### src/verilog/ex_pkg.sv
// shared widths, operation codes and controller states for the execute unit
package ex_pkg;

    // general register and HI/LO half width
    localparam int REG_W = 32;
    // full product, or the HI/LO pair
    localparam int DREG_W = 64;
    // destination register number
    localparam int RADDR_W = 5;
    // operand bits that carry a shift amount
    localparam int SHAMT_W = 5;
    // divider iterations, one per quotient bit
    localparam int DIV_STEPS = 32;

    typedef enum logic [4:0] {
        OP_NOP,
        OP_OR,
        OP_AND,
        OP_NOR,
        OP_XOR,
        OP_SLL,
        OP_SRL,
        OP_SRA,
        OP_ADD,
        OP_ADDU,
        OP_SUB,
        OP_SUBU,
        OP_SLT,
        OP_SLTU,
        OP_CLZ,
        OP_CLO,
        OP_MUL,
        OP_MULT,
        OP_MULTU,
        OP_DIV,
        OP_DIVU,
        OP_MFHI,
        OP_MFLO,
        OP_MTHI,
        OP_MTLO
    } aluop_e;

    // idle, waiting on the divider, result held until req drops
    typedef enum logic [1:0] {
        ST_IDLE,
        ST_DIV,
        ST_DONE
    } ctrl_state_e;

endpackage
### src/verilog/ex_top.sv
// execute unit top level joining controller, ALU, multiplier, divider and HI/LO
`timescale 1ns/1ps

module ex_top (
    input  logic                       clk,
    input  logic                       rst_n_i,
    input  logic                       req_i,
    input  ex_pkg::aluop_e             aluop_i,
    input  logic [ex_pkg::REG_W-1:0]   reg1_i,
    input  logic [ex_pkg::REG_W-1:0]   reg2_i,
    input  logic [ex_pkg::RADDR_W-1:0] wd_i,
    input  logic                       wreg_i,
    output logic                       ack_o,
    output logic [ex_pkg::REG_W-1:0]   wdata_o,
    output logic [ex_pkg::RADDR_W-1:0] wd_o,
    output logic                       wreg_o,
    output logic                       ovf_o
);
    import ex_pkg::*;

    logic [REG_W-1:0]  alu_result;
    logic              alu_ovf;
    logic [DREG_W-1:0] mul_product;
    logic [REG_W-1:0]  hi;
    logic [REG_W-1:0]  lo;
    logic              div_start;
    logic              div_signed;
    logic [REG_W-1:0]  div_dividend;
    logic [REG_W-1:0]  div_divisor;
    logic              div_ready;
    logic [DREG_W-1:0] div_result;
    logic              hilo_we;
    logic [REG_W-1:0]  hi_wdata;
    logic [REG_W-1:0]  lo_wdata;

    ex_ctrl u_ctrl (
        .clk            (clk),
        .rst_n_i        (rst_n_i),
        .req_i          (req_i),
        .aluop_i        (aluop_i),
        .reg1_i         (reg1_i),
        .reg2_i         (reg2_i),
        .wd_i           (wd_i),
        .wreg_i         (wreg_i),
        .alu_result_i   (alu_result),
        .alu_ovf_i      (alu_ovf),
        .mul_product_i  (mul_product),
        .hi_i           (hi),
        .lo_i           (lo),
        .div_ready_i    (div_ready),
        .div_result_i   (div_result),
        .div_start_o    (div_start),
        .div_signed_o   (div_signed),
        .div_dividend_o (div_dividend),
        .div_divisor_o  (div_divisor),
        .hilo_we_o      (hilo_we),
        .hi_wdata_o     (hi_wdata),
        .lo_wdata_o     (lo_wdata),
        .ack_o          (ack_o),
        .wdata_o        (wdata_o),
        .wd_o           (wd_o),
        .wreg_o         (wreg_o),
        .ovf_o          (ovf_o)
    );

    ex_alu u_alu (
        .aluop_i      (aluop_i),
        .reg1_i       (reg1_i),
        .reg2_i       (reg2_i),
        .alu_result_o (alu_result),
        .alu_ovf_o    (alu_ovf)
    );

    ex_mul u_mul (
        .aluop_i       (aluop_i),
        .reg1_i        (reg1_i),
        .reg2_i        (reg2_i),
        .mul_product_o (mul_product)
    );

    ex_div u_div (
        .clk            (clk),
        .rst_n_i        (rst_n_i),
        .div_start_i    (div_start),
        .div_signed_i   (div_signed),
        .div_dividend_i (div_dividend),
        .div_divisor_i  (div_divisor),
        .div_ready_o    (div_ready),
        .div_result_o   (div_result)
    );

    hilo_reg u_hilo (
        .clk        (clk),
        .rst_n_i    (rst_n_i),
        .hilo_we_i  (hilo_we),
        .hi_wdata_i (hi_wdata),
        .lo_wdata_i (lo_wdata),
        .hi_o       (hi),
        .lo_o       (lo)
    );

endmodule

### src/verilog/ex_ctrl.sv
// req/ack sequencer with divider launch, result selection and HI/LO write control
`timescale 1ns/1ps

module ex_ctrl (
    input  logic                       clk,
    input  logic                       rst_n_i,
    input  logic                       req_i,
    input  ex_pkg::aluop_e             aluop_i,
    input  logic [ex_pkg::REG_W-1:0]   reg1_i,
    input  logic [ex_pkg::REG_W-1:0]   reg2_i,
    input  logic [ex_pkg::RADDR_W-1:0] wd_i,
    input  logic                       wreg_i,
    input  logic [ex_pkg::REG_W-1:0]   alu_result_i,
    input  logic                       alu_ovf_i,
    input  logic [ex_pkg::DREG_W-1:0]  mul_product_i,
    input  logic [ex_pkg::REG_W-1:0]   hi_i,
    input  logic [ex_pkg::REG_W-1:0]   lo_i,
    input  logic                       div_ready_i,
    input  logic [ex_pkg::DREG_W-1:0]  div_result_i,
    output logic                       div_start_o,
    output logic                       div_signed_o,
    output logic [ex_pkg::REG_W-1:0]   div_dividend_o,
    output logic [ex_pkg::REG_W-1:0]   div_divisor_o,
    output logic                       hilo_we_o,
    output logic [ex_pkg::REG_W-1:0]   hi_wdata_o,
    output logic [ex_pkg::REG_W-1:0]   lo_wdata_o,
    output logic                       ack_o,
    output logic [ex_pkg::REG_W-1:0]   wdata_o,
    output logic [ex_pkg::RADDR_W-1:0] wd_o,
    output logic                       wreg_o,
    output logic                       ovf_o
);
    import ex_pkg::*;

    ctrl_state_e      state;
    ctrl_state_e      state_next;
    logic             req_q;
    logic             is_div;
    logic             commit;
    logic             hilo_op;
    logic [REG_W-1:0] result;

    assign is_div = (aluop_i == OP_DIV) || (aluop_i == OP_DIVU);

    // results and HI/LO land on the edge that enters ST_DONE
    assign commit = ((state == ST_IDLE) && req_q && !is_div) ||
                    ((state == ST_DIV) && div_ready_i);

    always_comb
    begin
        state_next = state;
        case (state)
            ST_IDLE: if (req_q) state_next = is_div ? ST_DIV : ST_DONE;
            ST_DIV:  if (div_ready_i) state_next = ST_DONE;
            ST_DONE: if (!req_q) state_next = ST_IDLE;
            default: state_next = ST_IDLE;
        endcase
    end

    // req is registered once, which sets both the ack and the release latency
    always_ff @(posedge clk or negedge rst_n_i)
    begin
        if (!rst_n_i)
        begin
            req_q <= 1'b0;
            state <= ST_IDLE;
        end
        else
        begin
            req_q <= req_i;
            state <= state_next;
        end
    end

    assign ack_o = (state == ST_DONE);

    // divider operands come straight from the held request
    assign div_start_o    = (state == ST_DIV);
    assign div_signed_o   = (aluop_i == OP_DIV);
    assign div_dividend_o = reg1_i;
    assign div_divisor_o  = reg2_i;

    always_comb
    begin
        case (aluop_i)
            OP_MUL:  result = mul_product_i[REG_W-1:0];
            OP_MFHI: result = hi_i;
            OP_MFLO: result = lo_i;
            OP_NOP, OP_MULT, OP_MULTU, OP_DIV, OP_DIVU, OP_MTHI, OP_MTLO:
            begin
                result = '0;
            end
            default: result = alu_result_i;
        endcase
    end

    always_comb
    begin
        hilo_op    = 1'b1;
        hi_wdata_o = hi_i;
        lo_wdata_o = lo_i;
        case (aluop_i)
            OP_MULT, OP_MULTU: {hi_wdata_o, lo_wdata_o} = mul_product_i;
            OP_DIV, OP_DIVU:   {hi_wdata_o, lo_wdata_o} = div_result_i;
            // mthi keeps LO, mtlo keeps HI
            OP_MTHI:           hi_wdata_o = reg1_i;
            OP_MTLO:           lo_wdata_o = reg1_i;
            default:           hilo_op = 1'b0;
        endcase
    end

    assign hilo_we_o = commit && hilo_op;

    always_ff @(posedge clk or negedge rst_n_i)
    begin
        if (!rst_n_i)
        begin
            wdata_o <= '0;
            wd_o    <= '0;
            wreg_o  <= 1'b0;
            ovf_o   <= 1'b0;
        end
        else if (commit)
        begin
            wdata_o <= result;
            wd_o    <= wd_i;
            // an overflowing add or sub must not write back
            wreg_o  <= wreg_i && !alu_ovf_i;
            ovf_o   <= alu_ovf_i;
        end
    end

    // the request must still be up on the edge that raises ack
    assert property (@(posedge clk) disable iff (!rst_n_i) $rose(ack_o) |-> $past(req_i))
        else $error("ack raised without a pending request");

    // HI/LO only move on the edge that raises ack
    assert property (@(posedge clk) disable iff (!rst_n_i)
        !$stable({hi_i, lo_i}) |-> $rose(ack_o))
        else $error("HI/LO written away from the ack edge");

endmodule

### src/verilog/hilo_reg.sv
// architectural HI and LO registers with a shared write enable
`timescale 1ns/1ps

module hilo_reg (
    input  logic                     clk,
    input  logic                     rst_n_i,
    input  logic                     hilo_we_i,
    input  logic [ex_pkg::REG_W-1:0] hi_wdata_i,
    input  logic [ex_pkg::REG_W-1:0] lo_wdata_i,
    output logic [ex_pkg::REG_W-1:0] hi_o,
    output logic [ex_pkg::REG_W-1:0] lo_o
);

    // both halves always written together
    always_ff @(posedge clk or negedge rst_n_i)
    begin
        if (!rst_n_i)
        begin
            hi_o <= '0;
            lo_o <= '0;
        end
        else if (hilo_we_i)
        begin
            hi_o <= hi_wdata_i;
            lo_o <= lo_wdata_i;
        end
    end

    // unknown data here would corrupt architectural state
    assert property (@(posedge clk) disable iff (!rst_n_i)
        hilo_we_i |-> !$isunknown({hi_wdata_i, lo_wdata_i}))
        else $error("HI/LO write with unknown data");

endmodule

### src/verilog/ex_div.sv
// iterative restoring divider, one quotient bit per clock, with start/ready handshake
`timescale 1ns/1ps

module ex_div (
    input  logic                      clk,
    input  logic                      rst_n_i,
    input  logic                      div_start_i,
    input  logic                      div_signed_i,
    input  logic [ex_pkg::REG_W-1:0]  div_dividend_i,
    input  logic [ex_pkg::REG_W-1:0]  div_divisor_i,
    output logic                      div_ready_o,
    output logic [ex_pkg::DREG_W-1:0] div_result_o
);
    import ex_pkg::*;

    typedef logic [$clog2(DIV_STEPS):0] cnt_t;

    logic             running;
    cnt_t             step_cnt;
    logic             load;
    logic             last_step;
    logic [REG_W-1:0] quot;
    logic [REG_W-1:0] rem;
    logic [REG_W-1:0] divisor_mag;
    logic             neg_quot;
    logic             neg_rem;
    logic [REG_W:0]   trial;
    logic [REG_W:0]   diff;

    // accept a new start only once the previous result is released
    assign load      = div_start_i && !running && !div_ready_o;
    assign last_step = (step_cnt == cnt_t'(DIV_STEPS));

    // shift the next dividend bit into the partial remainder
    assign trial = {rem, quot[REG_W-1]};
    assign diff  = trial - {1'b0, divisor_mag};

    always_ff @(posedge clk or negedge rst_n_i)
    begin
        if (!rst_n_i)
        begin
            running     <= 1'b0;
            step_cnt    <= '0;
            div_ready_o <= 1'b0;
        end
        else if (load)
        begin
            running  <= 1'b1;
            step_cnt <= '0;
        end
        else if (running)
        begin
            if (last_step)
            begin
                running     <= 1'b0;
                div_ready_o <= 1'b1;
            end
            else
            begin
                step_cnt <= step_cnt + cnt_t'(1);
            end
        end
        else if (div_ready_o && !div_start_i)
        begin
            div_ready_o <= 1'b0;
        end
    end

    always_ff @(posedge clk)
    begin
        if (load)
        begin
            quot        <= (div_signed_i && div_dividend_i[REG_W-1]) ? -div_dividend_i
                                                                     : div_dividend_i;
            divisor_mag <= (div_signed_i && div_divisor_i[REG_W-1]) ? -div_divisor_i
                                                                    : div_divisor_i;
            rem         <= '0;
            neg_quot    <= div_signed_i && (div_dividend_i[REG_W-1] ^ div_divisor_i[REG_W-1]);
            neg_rem     <= div_signed_i && div_dividend_i[REG_W-1];
        end
        else if (running && !last_step)
        begin
            // restore when the trial subtraction goes negative
            if (!diff[REG_W])
            begin
                rem  <= diff[REG_W-1:0];
                quot <= {quot[REG_W-2:0], 1'b1};
            end
            else
            begin
                rem  <= trial[REG_W-1:0];
                quot <= {quot[REG_W-2:0], 1'b0};
            end
        end
        else if (running && last_step)
        begin
            // remainder in the upper word, quotient in the lower
            div_result_o <= {neg_rem ? -rem : rem, neg_quot ? -quot : quot};
        end
    end

    // requester must hold start until the result is ready
    assert property (@(posedge clk) disable iff (!rst_n_i)
        (div_start_i && !div_ready_o) |=> div_start_i)
        else $error("divider start dropped before ready");

endmodule

### src/verilog/ex_mul.sv
// signed and unsigned 32x32 multiplier with a 64-bit product
`timescale 1ns/1ps

module ex_mul (
    input  ex_pkg::aluop_e            aluop_i,
    input  logic [ex_pkg::REG_W-1:0]  reg1_i,
    input  logic [ex_pkg::REG_W-1:0]  reg2_i,
    output logic [ex_pkg::DREG_W-1:0] mul_product_o
);
    import ex_pkg::*;

    logic              signed_op;
    logic [REG_W-1:0]  opa;
    logic [REG_W-1:0]  opb;
    logic [DREG_W-1:0] mag_product;

    assign signed_op = (aluop_i == OP_MUL) || (aluop_i == OP_MULT);

    // magnitudes of negative operands for the signed forms
    assign opa = (signed_op && reg1_i[REG_W-1]) ? -reg1_i : reg1_i;
    assign opb = (signed_op && reg2_i[REG_W-1]) ? -reg2_i : reg2_i;

    assign mag_product = DREG_W'(opa) * DREG_W'(opb);

    // product is negative when exactly one operand was
    assign mul_product_o = (signed_op && (reg1_i[REG_W-1] ^ reg2_i[REG_W-1])) ?
                           -mag_product : mag_product;

endmodule

### src/verilog/ex_alu.sv
// single-cycle ALU with logic, shift, add/sub, set-less-than, leading counts and overflow
`timescale 1ns/1ps

module ex_alu (
    input  ex_pkg::aluop_e            aluop_i,
    input  logic [ex_pkg::REG_W-1:0]  reg1_i,
    input  logic [ex_pkg::REG_W-1:0]  reg2_i,
    output logic [ex_pkg::REG_W-1:0]  alu_result_o,
    output logic                      alu_ovf_o
);
    import ex_pkg::*;

    typedef logic [SHAMT_W:0] lead_t;

    logic               negate_b;
    logic [REG_W-1:0]   reg2_mux;
    logic [REG_W-1:0]   sum;
    logic               sum_ovf;
    logic               reg1_lt_reg2;
    logic [SHAMT_W-1:0] shamt;
    logic [REG_W-1:0]   lead_src;
    lead_t              lead_cnt;

    // sub, subu and slt add the two's complement of operand 2
    assign negate_b = (aluop_i == OP_SUB) || (aluop_i == OP_SUBU) || (aluop_i == OP_SLT);
    assign reg2_mux = negate_b ? -reg2_i : reg2_i;
    assign sum      = reg1_i + reg2_mux;

    // add overflows on equal signs, sub on differing signs, when the sum sign flips
    assign sum_ovf = (reg1_i[REG_W-1] ^ sum[REG_W-1]) &
                     (reg1_i[REG_W-1] ^ reg2_i[REG_W-1] ^ ~negate_b);

    // signed compare from the sign bits, with the difference sign when they agree
    assign reg1_lt_reg2 = (aluop_i == OP_SLT) ?
        ((reg1_i[REG_W-1] && !reg2_i[REG_W-1]) ||
         (!reg1_i[REG_W-1] && !reg2_i[REG_W-1] && sum[REG_W-1]) ||
         (reg1_i[REG_W-1] && reg2_i[REG_W-1] && sum[REG_W-1])) :
        (reg1_i < reg2_i);

    assign shamt = reg1_i[SHAMT_W-1:0];

    // clo counts the leading zeros of the inverted word
    assign lead_src = (aluop_i == OP_CLO) ? ~reg1_i : reg1_i;

    always_comb
    begin
        lead_cnt = lead_t'(REG_W);
        // the highest set bit wins since it is visited last
        for (int i = 0; i < REG_W; i++)
        begin
            if (lead_src[i])
            begin
                lead_cnt = lead_t'(REG_W - 1 - i);
            end
        end
    end

    always_comb
    begin
        case (aluop_i)
            OP_OR:   alu_result_o = reg1_i | reg2_i;
            OP_AND:  alu_result_o = reg1_i & reg2_i;
            OP_NOR:  alu_result_o = ~(reg1_i | reg2_i);
            OP_XOR:  alu_result_o = reg1_i ^ reg2_i;
            OP_SLL:  alu_result_o = reg2_i << shamt;
            OP_SRL:  alu_result_o = reg2_i >> shamt;
            OP_SRA:  alu_result_o = $signed(reg2_i) >>> shamt;
            OP_ADD, OP_ADDU, OP_SUB, OP_SUBU:
            begin
                alu_result_o = sum;
            end
            OP_SLT, OP_SLTU:
            begin
                alu_result_o = REG_W'(reg1_lt_reg2);
            end
            OP_CLZ, OP_CLO:
            begin
                alu_result_o = REG_W'(lead_cnt);
            end
            default: alu_result_o = '0;
        endcase
    end

    // only the trapping forms report overflow
    assign alu_ovf_o = ((aluop_i == OP_ADD) || (aluop_i == OP_SUB)) && sum_ovf;

endmodule

### config.mk
export PLATFORM = sky130hd
export DESIGN_NAME = ex_top
export DESIGN_NICKNAME = d
export VERILOG_FILES = /design/src/verilog/ex_pkg.sv /design/src/verilog/ex_top.sv /design/src/verilog/ex_ctrl.sv /design/src/verilog/hilo_reg.sv /design/src/verilog/ex_div.sv /design/src/verilog/ex_mul.sv /design/src/verilog/ex_alu.sv
export SDC_FILE = /design/constraint.sdc
export NUM_CORES = 2
export LEC_CHECK = 0
export BUFFER_PORTS_ARGS = -buffer_cell sky130_fd_sc_hd__buf_2
export CORE_AREA = 2 2 447 449
export DETAILED_ROUTE_END_ITERATION = 16
export DIE_AREA = 0 0 449 451
export PLACE_DENSITY_LB_ADDON = 0.25
export SKIP_LAST_GASP = 1
export SLEW_MARGIN = 30
export SYNTH_ARGS = -nofsm -noshare
export SYNTH_HDL_FRONTEND = slang
export SYNTH_SLANG_ARGS = --single-unit
export TNS_END_PERCENT = 30
### constraint.sdc
create_clock -name clk -period 9.23 [get_ports clk]
set_input_delay 1.846 -clock clk [delete_from_list [all_inputs] [get_ports clk]]
set_output_delay 1.846 -clock clk [all_outputs]
set_load 0.02 [all_outputs]
After elaboration in Yosys (flattened, before gate mapping)

Cells that the tools add are included.

Latch bits: 0
Output and inout bits: 40
Register bits after elaboration: 276
Memory bits (writable): 0
ROM bits: 0
Memories kept: 0

Bitwise gates (word level): 12
Divide/modulo/power cells: 0
Equal/unequal tests: 32
Reductions and logical operators: 58
Order comparisons: 1
Shift-type cells: 3
Add/subtract/negate cells: 8
Multiply operators: 1
Multiplexer cells: 65

Operator list:

| cell                                                                  | count |
|---|---|
| 32-bit 2-to-1 mux                                                     | 11 |
| 32-bit case mux with 10 select lines                                  | 1 |
| 6-bit 2-to-1 mux                                                      | 35 |
| 32-bit case mux with 3 select lines                                   | 2 |
| 32-bit negation                                                       | 4 |
| 32-bit case mux with 4 select lines                                   | 1 |
| 32-bit by 32-bit multiplier with 64-bit output                        | 1 |
| 64-bit 2-to-1 mux                                                     | 1 |
| 64-bit negation                                                       | 1 |
| 32-bit NOT                                                            | 2 |
| 5-bit equality test, second input constant                            | 9 |
| 5-bit by 4-bit equality test with 1-bit output, second input constant | 8 |
| 33-bit by 32-bit subtractor with 33-bit output                        | 1 |
| 32-bit adder                                                          | 1 |
| 32-bit bitwise AND                                                    | 1 |
| 32-bit less-than comparator                                           | 1 |
| 32-bit OR                                                             | 1 |
| 32-bit by 5-bit left shift with 32-bit output                         | 1 |
| 32-bit by 5-bit >> shifter with 32-bit output                         | 1 |
| 32-bit by 5-bit >>> shifter with 32-bit output                        | 1 |
| 32-bit bitwise XOR                                                    | 1 |
| 1-bit logical AND                                                     | 22 |
| 5-bit by 3-bit equality test with 1-bit output, second input constant | 4 |
| 5-bit by 2-bit equality test with 1-bit output, second input constant | 2 |
| other kinds (25)                                                      | 67 |

Depth between registers and ports, before layout

Depth in word-level cells: 36
Mapped depth: 48

Cells and area by module

From an unflattened synthesis, not the netlist that was laid out.

Cell total of the unflattened synthesis: 7423
Area total of the unflattened synthesis: 63053.0 µm²

By module, submodules not included:

| module   | sequential area each (µm²) | cells each | times used | area an instance (µm²) |
|---|---|---|---|---|
| ex_mul   | 0.0                        | 4333       | 1          | 36094.6 |
| ex_div   | 4744.6                     | 1016       | 1          | 10149.7 |
| ex_alu   | 0.0                        | 1372       | 1          | 9380.2 |
| ex_ctrl  | 1051.0                     | 567        | 1          | 4749.6 |
| hilo_reg | 1601.5                     | 135        | 1          | 2678.8 |

Worst setup path before layout

No wires, ideal clock.

Path type: input -> register
Start point: in reg1_i[0] (netlist bit)
End point: reg u_hilo.hi_o[30] (netlist bit)
Arrival: 13.471 ns
Path buffers: 5
Library setup time: 0.132 ns
Setup slack: -4.373 ns
Stages: 46
Path through: clkbuf_1 -> buf_1 -> clkinv_1 -> buf_1 -> clkbuf_1 -> clkbuf_1 -> ha_1 -> nand2_1 -> nor3_1 -> nand2_1 -> nor3_1 -> nand2_1 -> nor3_1 -> and3_1 -> a21oi_1 -> xnor2_1 -> nand2_1 -> fa_1 -> [... 10 more ...] -> fa_1 -> inv_1 -> ha_1 -> a21o_1 -> a21o_1 -> a21o_1 -> a221oi_1 -> o21ai_0 -> a311oi_1 -> o21ai_1 -> and4_1 -> a2111oi_1 -> and3b_1 -> nand4b_1 -> nor4_1 -> or3_1 -> nand3_1 -> a21oi_1

Cells in the longest elaborated chain, start to end: 6

Ends and longest elaborated chain:

| element                                          | line           | RTL |
|---|---|---|
| start: declaration                               | ex_top.sv:9    | `input logic [ex_pkg::REG_W-1:0] reg1_i,` |
| 32-bit negation                                  | ex_mul.sv:20   | `assign opa = (signed_op && reg1_i[REG_W-1]) ? -reg1_i : reg1_i;` |
| 32-bit 2-to-1 mux *                              | ex_mul.sv:20   |  |
| 32-bit by 32-bit multiplier with 64-bit output * | ex_mul.sv:23   | `assign mag_product = DREG_W'(opa) * DREG_W'(opb);` |
| 64-bit negation                                  | ex_mul.sv:27   | `-mag_product : mag_product;` |
| 64-bit 2-to-1 mux *                              | ex_mul.sv:26   | `assign mul_product_o = (signed_op && (reg1_i[REG_W-1] ^ reg2_i[REG_W-1])) ?` |
| 32-bit case mux with 3 select lines *            | ex_ctrl.sv:102 | `case (aluop_i)` |
| end signal: assignment                           | hilo_reg.sv:24 | `hi_o <= hi_wdata_i;` |
| end: declaration                                 | hilo_reg.sv:10 | `output logic [ex_pkg::REG_W-1:0] hi_o,` |

Every way passes the cells marked *; elsewhere a longest branch is shown, timed or not.
A chain may end at the register's enable or synchronous reset.

Final worst setup path

Start point: in reg1_i[1] (netlist bit)
End point: reg u_hilo.hi_o[19] (netlist bit)

The elaborated chain is that of the path after synthesis.

==> summary.md <==
| Metric | Value |
|---|---|
| Result of the run | `complete, but fails checks` |
| Violations in the final reports | `negative setup slack` |
| Leading register cell type out of synthesis | `edfxtp_1` |
| Number of detailed-route iterations in the first pass | `6` |
| Endpoint type of the worst setup path | `register` |
| Total Nets Final | `9550` |
| Floorplan core area | `0.198 mm²` |
| Number of global-route vias before repair | `58200` |
| Number of synthesized flops with an enable pin | `130` |
| Global-route wire length before repair | `426 mm` |
| Required arrival time at the worst endpoint | `9.70 ns` |
| Setup violators final | `76` |
| Portion of the clock cycle consumed by the worst path in the final layout | `1.29` |
| Largest buffer count on any clock path | `3` |
| Crit path top cell by count | `fa_1` |
| Total global routing track utilization | `0.291` |
| DR WL met3 | `25.7 mm` |
| Num Clock Sinks | `276` |
| Highest routed metal layer | `met5` |
| Max_cap viols | `0` |
| Slowest CP cell | `fa_1` |
| Routed wire length | `298 mm` |
| Worst Setup Slack, final | `-2.66 ns` |
| RSZ-0062 raised after global routing | `true` |
| CTS H-tree depth | `1` |
| Met2 WL | `127 mm` |
| Violation count after the first detailed-routing iteration | `5243` |
| I/O pin count | `118` |
| Clock skew | `0.0235 ns` |
| Residual overflow from global routing | `0` |
| Startpoint-to-endpoint class of the critical path | `in -> reg` |
| Site row count | `164` |
| Largest net degree at the start of global routing | `73` |
| Area grow syn2layout | `27.0%` |
| Total half-perimeter wirelength after legalization and detailed placement | `250 mm` |
| Setup Slack @ Placement | `-3.78 ns` |
| Count of final hold-check violations | `0` |
| Critical-path maximum fanout | `5` |
| Highest clock rate | `0.0841 GHz` |
| Vert. Die Dim | `451 µm` |
| Mean instance size in the synthesized netlist | `8.25 µm²` |
| Routed via count | `57000` |
| Chip Width | `449 µm` |
| Area of the mapped netlist | `0.0591 mm²` |
| Met1 layer wirelength in the final routing | `122 mm` |
| Startpoint type of the worst setup path | `input port` |
| Count of port buffers added during placement | `117` |
| Proportion of layout cells with a drive suffix above 1 | `0.222` |
| Die area | `0.202 mm²` |
| CTS root buffer | `clkbuf_16` |
| Clock-pin transition on the worst setup and hold timing paths | `0.06 ns` |
| Antenna Nets Post-Route | `0` |
| Maximum single-stage delay on the critical path | `0.63 ns` |
| Post-synth top area cell | `fa_1` |
| Antenna violations before repair | `29` |
| Slew margin rel. | `0.233` |
| Number of instances in the synthesized netlist | `7163` |
| Number of fill cells | `20500` |
| Number of hold-repair buffers added at the cts stage | `0` |
| Number of flip-flops and latches in the synthesized netlist | `276` |
| Pins Over Slew Limit | `0` |
| Detail-routed via count per cell | `5.26` |
| Effective utilization at floorplan | `0.298` |
| Total of warnings raised by yosys | `0` |
| Worst path arrival time | `12.35 ns` |
| Net Count, Synth | `8567` |
| Min Clock Period, post-route | `11.89 ns` |
| TritonCTS clock tree | `built` |
| Hold Crit Class | `reg -> reg` |
| Transition at the pin with the smallest max-transition slack | `1.14 ns` |
| Clock latency of the later-clocked register in the worst-skew pair | `0.61 ns` |
| DRC violations left | `0` |
| Routed length per placed instance | `27.5 µm` |
| Number of CTS-inserted buffers | `30` |
| Post-synth top area share | `0.304` |
| Post-synthesis sequential area ratio | `0.125` |
| Cell variety after synth | `96` |
| Final Wtd Congestion | `1.10` |
| Biggest area contributors in the synthesized netlist | `fa_1, ha_1, inv_1` |
| Fraction of registers with async set or reset after synthesis | `0.413` |
## cell families after synthesis
family,synth area share
and+or+nand+nor,0.168
buffers and inverters,0.0944
adders and majority gates,0.395
AOI/OAI and AO/OA,0.127
xor gates and xnor gates,0.0638
DFF,0.125
muxes,0.0270
## synthesized netlist by cell type (all sizes together), types with 15 or more instances
cell,count
a21o,68
a211oi,25
buf,39
dfxtp,32
o21ai,359
or3,44
o21bai,27
inv,1055
clkbuf,365
o31ai,40
nand3,83
nand2b,34
a21oi,286
and2,30
o211ai,20
ha,428
nor2b,24
mux4,19
o22ai,20
a221oi,81
or4,23
fa,898
o21a,36
a31oi,48
dfrtp,114
or2,15
nor3,87
mux2i,108
xnor2,371
nand4,46
nor2,972
edfxtp,130
clkinv,23
xor2,60
and3,18
nand2,904
a22oi,38
nor4,31
## metrics by stage
stage,utilization,cells,instance area (µm²),setup TNS (ns),hold slack (ns)
4_1_cts,0.375,10800,74300,-149.65,0.481
3_5_place_dp,0.363,10700,71900,-228.79,0.466
3_3_place_gp,0.363,10700,71900,-227.56,0.453
2_1_floorplan,-,7163,59700,-145.25,0.449
6_report,0.379,10800,75100,-152.90,0.482
5_1_grt,0.379,10800,75100,-177.19,0.498
## sequential cells by signal (all words and copies together) (netlist names), 2 cells and up
register,cells
u_div.rem,32
u_ctrl.state,2
u_div.div_result_o,64
u_ctrl.wdata_o,32
u_div.step_cnt,6
u_hilo.hi_o,32
u_hilo.lo_o,32
u_div.quot,32
u_div.divisor_mag,32
u_ctrl.wd_o,5
## critical path: cells and delay by family
family                     cells  cell delay (ns)
adders and majority gates      9             4.52
and+or+nand+nor               14             3.24
buffers and inverters         10             1.27
AOI/OAI and AO/OA              5             0.99
xor gates and xnor gates       3             0.45
## path summary, 6_finish.rpt
kind | start | endpoint | slack (ns) | cells after the start
max in group asynchronous | rst_n_i | u_hilo.hi_o[24]$_DFFE_PN0P_ | 6.28 | 3
hold reg to reg | u_ctrl.wd_o[4]$_DFFE_PN0P_ | u_ctrl.wd_o[4]$_DFFE_PN0P_ | 0.48 | 2
min in group asynchronous | rst_n_i | u_hilo.lo_o[5]$_DFFE_PN0P_ | 1.12 | 1
hold / removal | u_ctrl.wd_o[4]$_DFFE_PN0P_ | u_ctrl.wd_o[4]$_DFFE_PN0P_ | 0.48 | 2
setup reg to reg | u_div.quot[31]$_DFFE_PN_ | u_div.rem[6]$_SDFFE_PP0P_ | 4.21 | 18
setup / recovery | reg1_i[1] | u_hilo.hi_o[19]$_DFFE_PN0P_ | -2.66 | 41
## cell type report
cell class	count	area, µm²	area share
clock buffer	32	779	0.0104
timing repair buffer	1355	11000	0.146
antenna	12	30.0	0.000400
sequential	276	7400	0.0985
inverter	1078	4070	0.0542
multi-input combinational	5405	48400	0.644
clock inverter	24	184	0.00245
tap	2656	3320	0.0442
## layer usage
layer  track usage  vias to the layer above
met3        0.0623                      638
met4         0.181                       12
met1         0.378                    28800
met2         0.439                     2578
met5             0                        -
li1              -                    25000
## what timing repair did
item | in CTS | in global routing
gates resized for setup | 191 | 101
pin swaps | 113 | 80
gates cloned | 2 | 0
buffers inserted | 66 | 26
setup endpoints to repair | 76 | 78
## layout by cell type, fill, tap and decap left out, drive strengths merged, types with 20 or more instances in the layout
cell	count
a211oi	25
a21o	68
a21oi	286
a221oi	81
a22oi	38
a31oi	48
and2	30
buf	1353
clkbuf	32
clkinv	36
dfrtp	114
dfxtp	32
edfxtp	130
fa	898
ha	428
inv	1057
mux2i	108
nand2	904
nand2b	34
nand3	83
nand4	46
nor2	972
nor2b	24
nor3	87
nor4	31
o211ai	20
o21a	36
o21ai	359
o21bai	27
o22ai	20
o31ai	40
or3	44
or4	23
xnor2	371
xor2	60
Power is left out: the tool's default activity adds up to more than one toggle a clock period on the data nets, which glitch-free logic cannot reach.
